## src/bnd_cfg.svh

```systemverilog
`ifndef BND_CFG_SVH
`define BND_CFG_SVH

// number of dimensions, one vote counter each
`define BND_NUM_DIM 8

// bits per transposed word, one per vector
`define BND_WORD_W 32

// signed accumulator, covers +/-1024 plus tie preset
`define BND_ACC_W 16

// item count, 1 to 1024
`define BND_CNT_W 11

// remainder field, log2 of the word width
`define BND_REM_W 5

`endif

```

## src/bnd_pkg.sv

```systemverilog
`include "bnd_cfg.svh"

package bnd_pkg;

    // bundle request, one per accepted start
    typedef struct packed {
        logic [`BND_CNT_W-1:0] item_count;
    } bnd_req_t;

    // word d carries dimension d for 32 consecutive vectors
    typedef logic [`BND_NUM_DIM-1:0][`BND_WORD_W-1:0] bnd_words_t;

    // per-word control, fanned out to every vote counter
    typedef struct packed {
        logic                  update;
        logic                  last_update;
        logic [`BND_REM_W-1:0] remainder;
    } bnd_step_t;

endpackage

```

## src/vote_selector.sv

```systemverilog
`timescale 1ns/100ps

`include "bnd_cfg.svh"

module vote_selector (
    input  logic                  clk,
    input  logic                  update,
    input  logic                  last_update,
    input  logic [`BND_REM_W-1:0] remainder,
    input  logic                  result_bit,
    input  logic [`BND_REM_W-1:0] index,
    output logic signed [1:0]     sel_bit
);

    logic masked;

    // on the final word, bits from the remainder upward are padding
    always_comb begin
        masked = last_update && (remainder != '0) && (index >= remainder);
    end

    always_ff @(posedge clk) begin
        if (!update || masked) begin
            sel_bit <= 2'sd0;
        end else if (result_bit) begin
            // bit 1 votes against
            sel_bit <= -2'sd1;
        end else begin
            sel_bit <= 2'sd1;
        end
    end

endmodule

```

## src/vote_counter.sv

```systemverilog
`timescale 1ns/100ps

`include "bnd_cfg.svh"

module vote_counter #(
    parameter int W = `BND_ACC_W
) (
    input  logic                   clk,
    input  logic                   rst,
    input  logic                   clear,
    input  logic                   even_count,
    input  logic                   tie_bit,
    input  bnd_pkg::bnd_step_t     step,
    input  logic [`BND_WORD_W-1:0] result,
    output logic                   sign_bit
);

    logic signed [1:0]   sel [`BND_WORD_W];
    logic                update_d;
    logic signed [W-1:0] vote_sum;
    logic signed [W-1:0] acc;

    // one selector per vector slot of the word
    for (genvar k = 0; k < `BND_WORD_W; k++) begin : g_sel
        vote_selector i_sel (
            .clk        (clk),
            .update     (step.update),
            .last_update(step.last_update),
            .remainder  (step.remainder),
            .result_bit (result[k]),
            .index      (`BND_REM_W'(k)),
            .sel_bit    (sel[k])
        );
    end

    // selector outputs land one cycle after update
    always_ff @(posedge clk) begin
        if (rst) begin
            update_d <= 1'b0;
        end else begin
            update_d <= step.update;
        end
    end

    always_comb begin
        vote_sum = '0;
        for (int k = 0; k < `BND_WORD_W; k++) begin
            vote_sum = vote_sum + sel[k];
        end
    end

    always_ff @(posedge clk) begin
        if (rst) begin
            acc <= '0;
        end else if (clear) begin
            if (!even_count) begin
                // odd count cannot tie
                acc <= '0;
            end else if (tie_bit) begin
                // -1, a tie ends negative
                acc <= '1;
            end else begin
                acc <= W'(1);
            end
        end else if (update_d) begin
            acc <= acc + vote_sum;
        end
    end

    // negative sum means most vectors had a 1
    assign sign_bit = acc[W-1];

endmodule

```

## src/tie_lfsr.sv

```systemverilog
`timescale 1ns/100ps

`include "bnd_cfg.svh"

module tie_lfsr (
    input  logic                    clk,
    input  logic                    rst,
    input  logic                    advance,
    output logic [`BND_NUM_DIM-1:0] tie_bits
);

    localparam logic [15:0] SEED = 16'hACE1;

    // taps 16, 14, 13, 11 in right-shift Galois form
    localparam logic [15:0] TAPS = 16'hB400;

    logic [15:0] state;

    always_ff @(posedge clk) begin
        if (rst) begin
            state <= SEED;
        end else if (advance) begin
            if (state[0]) begin
                state <= (state >> 1) ^ TAPS;
            end else begin
                state <= state >> 1;
            end
        end
    end

    // dimension d takes state bit d
    assign tie_bits = state[`BND_NUM_DIM-1:0];

endmodule

```

## src/bundle_ctrl.sv

```systemverilog
`timescale 1ns/100ps

`include "bnd_cfg.svh"

module bundle_ctrl (
    input  logic               clk,
    input  logic               rst,
    input  logic               start,
    input  bnd_pkg::bnd_req_t  req,
    input  logic               word_valid,
    output bnd_pkg::bnd_step_t step,
    output logic               clear,
    output logic               even_count,
    output logic               busy,
    output logic               done
);

    localparam int WC_W = `BND_CNT_W - `BND_REM_W + 1;

    logic [`BND_CNT_W-1:0] count_q;
    logic [WC_W-1:0]       total_words;
    logic [WC_W-1:0]       word_cnt;
    logic                  start_ok;
    logic                  last_word;
    logic                  collect_q;
    logic                  drain_q;

    assign start_ok = start && !busy;

    // words = count / 32 rounded up
    always_comb begin
        total_words = WC_W'(count_q[`BND_CNT_W-1:`BND_REM_W])
                    + WC_W'(|count_q[`BND_REM_W-1:0]);
        last_word   = (word_cnt == total_words - 1'b1);
    end

    // words count only while collecting, so strays during drain drop out
    always_comb begin
        step.update      = word_valid && collect_q;
        step.last_update = step.update && last_word;
        step.remainder   = count_q[`BND_REM_W-1:0];
    end

    always_ff @(posedge clk) begin
        if (start_ok) begin
            count_q <= req.item_count;
        end
    end

    always_ff @(posedge clk) begin
        if (rst) begin
            busy       <= 1'b0;
            collect_q  <= 1'b0;
            word_cnt   <= '0;
            clear      <= 1'b0;
            even_count <= 1'b0;
            drain_q    <= 1'b0;
            done       <= 1'b0;
        end else begin
            clear   <= start_ok;
            drain_q <= step.last_update;
            // second drain stage, accumulators settled
            done    <= drain_q;
            if (start_ok) begin
                even_count <= ~req.item_count[0];
                busy       <= 1'b1;
                collect_q  <= 1'b1;
                word_cnt   <= '0;
            end else begin
                if (step.update) begin
                    word_cnt <= word_cnt + 1'b1;
                end
                if (step.last_update) begin
                    collect_q <= 1'b0;
                end
                if (drain_q) begin
                    busy <= 1'b0;
                end
            end
        end
    end

endmodule

```

## src/hv_bundler.sv

```systemverilog
`timescale 1ns/100ps

`include "bnd_cfg.svh"

module hv_bundler (
    input  logic                    clk,
    input  logic                    rst,
    input  logic                    start,
    input  bnd_pkg::bnd_req_t       req,
    input  logic                    word_valid,
    input  bnd_pkg::bnd_words_t     words,
    output logic                    busy,
    output logic                    done,
    output logic [`BND_NUM_DIM-1:0] hv_out
);

    import bnd_pkg::*;

    bnd_step_t               step;
    logic                    clear;
    logic                    even_count;
    logic [`BND_NUM_DIM-1:0] tie_bits;

    bundle_ctrl i_ctrl (
        .clk       (clk),
        .rst       (rst),
        .start     (start),
        .req       (req),
        .word_valid(word_valid),
        .step      (step),
        .clear     (clear),
        .even_count(even_count),
        .busy      (busy),
        .done      (done)
    );

    // steps once per bundle, counters sample before the step
    tie_lfsr i_lfsr (
        .clk     (clk),
        .rst     (rst),
        .advance (clear),
        .tie_bits(tie_bits)
    );

    for (genvar d = 0; d < `BND_NUM_DIM; d++) begin : g_dim
        vote_counter #(
            .W(`BND_ACC_W)
        ) i_counter (
            .clk       (clk),
            .rst       (rst),
            .clear     (clear),
            .even_count(even_count),
            .tie_bit   (tie_bits[d]),
            .step      (step),
            .result    (words[d]),
            .sign_bit  (hv_out[d])
        );
    end

endmodule

```

## config.mk

```make
export PLATFORM = sky130hd
export DESIGN_NAME = hv_bundler
export DESIGN_NICKNAME = d
export VERILOG_FILES = /design/src/bnd_pkg.sv /design/src/vote_selector.sv /design/src/vote_counter.sv /design/src/tie_lfsr.sv /design/src/bundle_ctrl.sv /design/src/hv_bundler.sv
export VERILOG_INCLUDE_DIRS = /design/src
export SDC_FILE = /design/constraint.sdc
export NUM_CORES = 2
export LEC_CHECK = 0
export BUFFER_PORTS_ARGS = -buffer_cell sky130_fd_sc_hd__buf_4
export CAP_MARGIN = 10
export CORE_ASPECT_RATIO = 0.8
export CORE_MARGIN = 2
export CORE_UTILIZATION = 56
export CTS_CLUSTER_DIAMETER = 30
export DETAILED_ROUTE_END_ITERATION = 10
export PLACE_DENSITY = 0.76
export SYNTH_ARGS = -nofsm -noshare
export SYNTH_HDL_FRONTEND = slang
export SYNTH_SLANG_ARGS = --single-unit
```

## constraint.sdc

```tcl
create_clock -name clk -period 7.1 [get_ports clk]
set_input_delay 1.065 -clock clk [delete_from_list [all_inputs] [get_ports clk]]
set_output_delay 1.065 -clock clk [all_outputs]
set_load 0.005 [all_outputs]
```

==> results.rst <==
.. list-table::
   :header-rows: 1

   * - Metric
     - Value
   * - Total iterations of the first detailed-routing run
     - 6
   * - Count of distinct cell types in the synthesized netlist
     - between 60 and 70
   * - Horizontal die dimension
     - 330 µm
   * - Number of antenna-violating nets in the routed design
     - 0
   * - Setup Slack @ Placement
     - -0.581 ns
   * - Overall die area
     - 0.0872 mm²
   * - End of the worst hold path
     - i_ctrl.busy
   * - Post-layout instance count excluding filler cells
     - about 6600
   * - Io pins
     - approximately 280
   * - Number of clock sinks
     - 457
   * - Final instance area
     - 0.0597 mm²
   * - Total instance count after detailed placement
     - ~6200
   * - Hold-fix buffers at CTS
     - 0
   * - First-pass GRT wire length
     - 217 mm
   * - Terminus of the critical flop-to-flop path
     - g_dim[7].i_counter.acc[15]
   * - Register-to-Register Path Depth
     - 28
   * - Cell occurring most often along the worst timing path
     - sky130_fd_sc_hd__fa_1
   * - Worst setup SP type
     - register
   * - Worst clock skew
     - 0.0474 ns
   * - Clock Latency Late Sink
     - 0.70 ns
   * - Post-Syn Instances
     - 4650
   * - Commonest register cell after synthesis
     - sky130_fd_sc_hd__dfxtp_1
   * - Buffers added on ports
     - 280
   * - TritonCTS Buffers
     - 97
   * - EDFF count, synth
     - 11
   * - Initial cell density of the core
     - 0.566
   * - Worst hold path type
     - register to register
   * - Clock tree from TritonCTS
     - done
   * - Leading area contributor after synthesis
     - sky130_fd_sc_hd__fa_1
   * - Syn nets
     - just over 6000
   * - Worst-path cell with the longest stage delay
     - sky130_fd_sc_hd__fa_2
   * - Unrepaired setup endpoints after global routing
     - true
   * - Yosys warnings
     - 0
   * - DR vias
     - approximately 36000
   * - Critical path start-end classification
     - register to register
   * - Final Slew Violations
     - 0
   * - Setup slack on the worst flop-to-flop path
     - -0.33 ns
   * - Total number of H-tree levels
     - 3
   * - Top fanout value on the critical path
     - 6
   * - Max_slew headroom
     - 0.0133
   * - Nets
     - 6871
   * - Data arrival at the endpoint of the critical path
     - 7.99 ns
   * - P&R area growth vs syn
     - 25.6%
   * - CTS clock-pin slew for the worst setup and hold paths
     - ~0.060 ns
   * - Tot GR Track Use
     - 0.335
   * - Cell depth of the worst min-delay path
     - 1
   * - Maximum clock insertion buffer count
     - 3
   * - Aggregate routed wire length
     - about 150 mm
   * - Final worst-path setup slack
     - -0.327 ns
   * - Share of post-route cells with drive strength above 1
     - 0.242
   * - Die Height
     - 265 µm
   * - Average wire length per cell after detail routing
     - around 23 µm
   * - Measured slew at the worst slew-check pin
     - 1.48 ns
   * - Portion of the post-synthesis area used by sequential elements
     - 0.195
   * - Number of global-route vias before repair
     - 37900
   * - Ys async rst share
     - 0
   * - Max stage delay on crit path
     - 0.55 ns
   * - Clk Tree Root Cell
     - sky130_fd_sc_hd__clkbuf_16
   * - First DRT Iteration DRCs
     - 2919
   * - Post-route DRC
     - 0
   * - Achievable Freq
     - 135 MHz
   * - Result of the run
     - complete, but fails checks
   * - Number of flip-flops and latches in the synthesized netlist
     - about 460
   * - Final setup violation count
     - 57
   * - Worst EP required
     - between 7 and 8 ns
   * - Shortest period the worst path allows
     - approximately 7.4 ns
   * - Worst r2r src
     - g_dim[3].i_counter.g_sel[2].i_sel.sel_bit[0]
   * - Total gr overflow
     - 0
   * - Element type at the critical path end
     - register
   * - Dpl cell area
     - between 0.05 and 0.06 mm²
   * - Last weighted congestion value of the routability-driven placer
     - ~0.96
   * - Aggregate negative setup slack
     - -7.18 ns
   * - Antenna violations before repair
     - 25
   * - Fin. Hold Viols
     - 0
   * - Largest cells by area after synthesis
     - sky130_fd_sc_hd__fa_1 (44%), sky130_fd_sc_hd__dfxtp_1 (19%), sky130_fd_sc_hd__inv_1 (12%)
   * - Synthesized cell area
     - ~0.048 mm²
   * - Post-DR vias/cell
     - ~5.4
   * - HPWL after detailed placement
     - 106 mm
   * - Min-Delay Startpoint
     - i_ctrl.drain_q
   * - Maximum capacitance violations
     - 1
   * - Num rows
     - 95
   * - Per-instance average area after synthesis
     - 10.2 µm²
   * - Violations in the final reports
     - capacitance limit, setup timing
   * - Share of Yosys cell area claimed by the top area cell type
     - 0.436
   * - Portion of the clock cycle consumed by the worst path in the final layout
     - 1.05
   * - Floorplan core area
     - 0.0840 mm²
   * - Pin count of the biggest net entering global routing
     - 89
-- state kept, by name, indices dropped and copies added, names as in the netlist, 7 cells and up --
signal / cells
i_ctrl.count_q: 11
i_lfsr.state: 16
g_dim.i_counter.g_sel.i_sel.sel_bit: 288
g_dim.i_counter.acc: 128
i_ctrl.word_cnt: 7
-- cell usage after synthesis, types with 36 or more instances --
library cell and count:
sky130_fd_sc_hd__nor3_1 75, sky130_fd_sc_hd__fa_1 1035, sky130_fd_sc_hd__xnor2_1 119, sky130_fd_sc_hd__dfxtp_1 446, sky130_fd_sc_hd__a21o_1 36, sky130_fd_sc_hd__nand2_1 91, sky130_fd_sc_hd__a211oi_1 62, sky130_fd_sc_hd__a21oi_1 61
sky130_fd_sc_hd__o21ai_0 85, sky130_fd_sc_hd__xor2_1 48, sky130_fd_sc_hd__nor2_1 157, sky130_fd_sc_hd__a21boi_0 42, sky130_fd_sc_hd__ha_1 242, sky130_fd_sc_hd__clkbuf_1 64, sky130_fd_sc_hd__and2_1 259, sky130_fd_sc_hd__inv_1 1502
-- how the worst max path moves through the flow --
stage                                                       startpoint                    endpoint  cells after the start
after floorplan           g_dim[1].i_counter.g_sel[0].i_sel.sel_bit[1]  g_dim[1].i_counter.acc[13]                     21
after global placement    g_dim[3].i_counter.g_sel[2].i_sel.sel_bit[0]  g_dim[3].i_counter.acc[14]                     27
after detailed placement  g_dim[3].i_counter.g_sel[2].i_sel.sel_bit[0]  g_dim[2].i_counter.acc[15]                     26
after CTS                 g_dim[0].i_counter.g_sel[0].i_sel.sel_bit[0]  g_dim[1].i_counter.acc[15]                     25
after global routing      g_dim[3].i_counter.g_sel[2].i_sel.sel_bit[0]  g_dim[7].i_counter.acc[15]                     28
final                     g_dim[3].i_counter.g_sel[2].i_sel.sel_bit[0]  g_dim[7].i_counter.acc[15]                     28
-- placed cells by master, fill, tap and decap left out, types with 27 or more instances in the layout --
cell	instances
sky130_fd_sc_hd__inv_1	1381
sky130_fd_sc_hd__fa_1	996
sky130_fd_sc_hd__buf_4	605
sky130_fd_sc_hd__dfxtp_1	440
sky130_fd_sc_hd__and2_1	258
sky130_fd_sc_hd__ha_1	172
sky130_fd_sc_hd__nor2_1	141
sky130_fd_sc_hd__inv_2	116
sky130_fd_sc_hd__xnor2_1	116
sky130_fd_sc_hd__clkbuf_16	99
sky130_fd_sc_hd__nand2_1	89
sky130_fd_sc_hd__diode_2	62
sky130_fd_sc_hd__ha_4	61
sky130_fd_sc_hd__nor3_1	49
sky130_fd_sc_hd__xor2_1	47
sky130_fd_sc_hd__o21ai_0	43
sky130_fd_sc_hd__a211oi_1	42
sky130_fd_sc_hd__buf_6	42
sky130_fd_sc_hd__fa_2	39
sky130_fd_sc_hd__a21oi_1	37
sky130_fd_sc_hd__a21o_1	36
sky130_fd_sc_hd__o21ai_2	28
sky130_fd_sc_hd__a21boi_1	27
-- through the flow --
stage,hold slack [ns],util
after floorplan,0.408,-
after CTS,0.440,0.689
after detailed placement,0.422,0.631
after global routing,0.473,0.709
after global placement,0.422,0.631
final,0.450,0.710
-- final cells by class --
| class | instances | area, µm² |
|---|---|---|
| clock buffer | 111 | 2590 |
| fill | 5329 | 24400 |
| inverter | 1504 | 5660 |
| sequential | 457 | 9270 |
| multi-input combinational | 2608 | 34500 |
| clock inverter | 73 | 921 |
| timing repair buffer | 655 | 5170 |
| antenna | 62 | 155 |
| tap | 1115 | 1400 |
-- layer usage --
layer / routed length [µm] / global-route usage
met5: 63 / 0
met4: 7740 / 0.153
met3: 19300 / 0.127
met2: 67100 / 0.491
met1: 54600 / 0.442
-- what timing repair did --
item | 4_1_cts | 5_1_grt
gates resized for setup | 280 | 333
pin swaps | 227 | 379
buffers inserted | 43 | 60
setup endpoints to repair | 67 | 80
-- cell families after synthesis --
logic type,count (synthesis),share of synthesized area
buffers and inverters,1585,0.126
adders and majority gates,1277,0.500
and+or+nand+nor,700,0.0785
DFF,457,0.195
AOI/OAI and AO/OA,443,0.0658
xor gates and xnor gates,167,0.0308
muxes,21,0.00442
-- worst max-delay path, delay by kind of cell (launching register included) --
kind	cells	cell delay, ns
AOI/OAI and AO/OA	5	0.91
xor gates and xnor gates	1	0.18
adders and majority gates	11	4.71
buffers and inverters	10	0.93
DFF	1	0.32
and+or+nand+nor	1	0.21
Power is not shown: default switching activity piles up to over one toggle a cycle in this logic, so the estimate is an artifact.
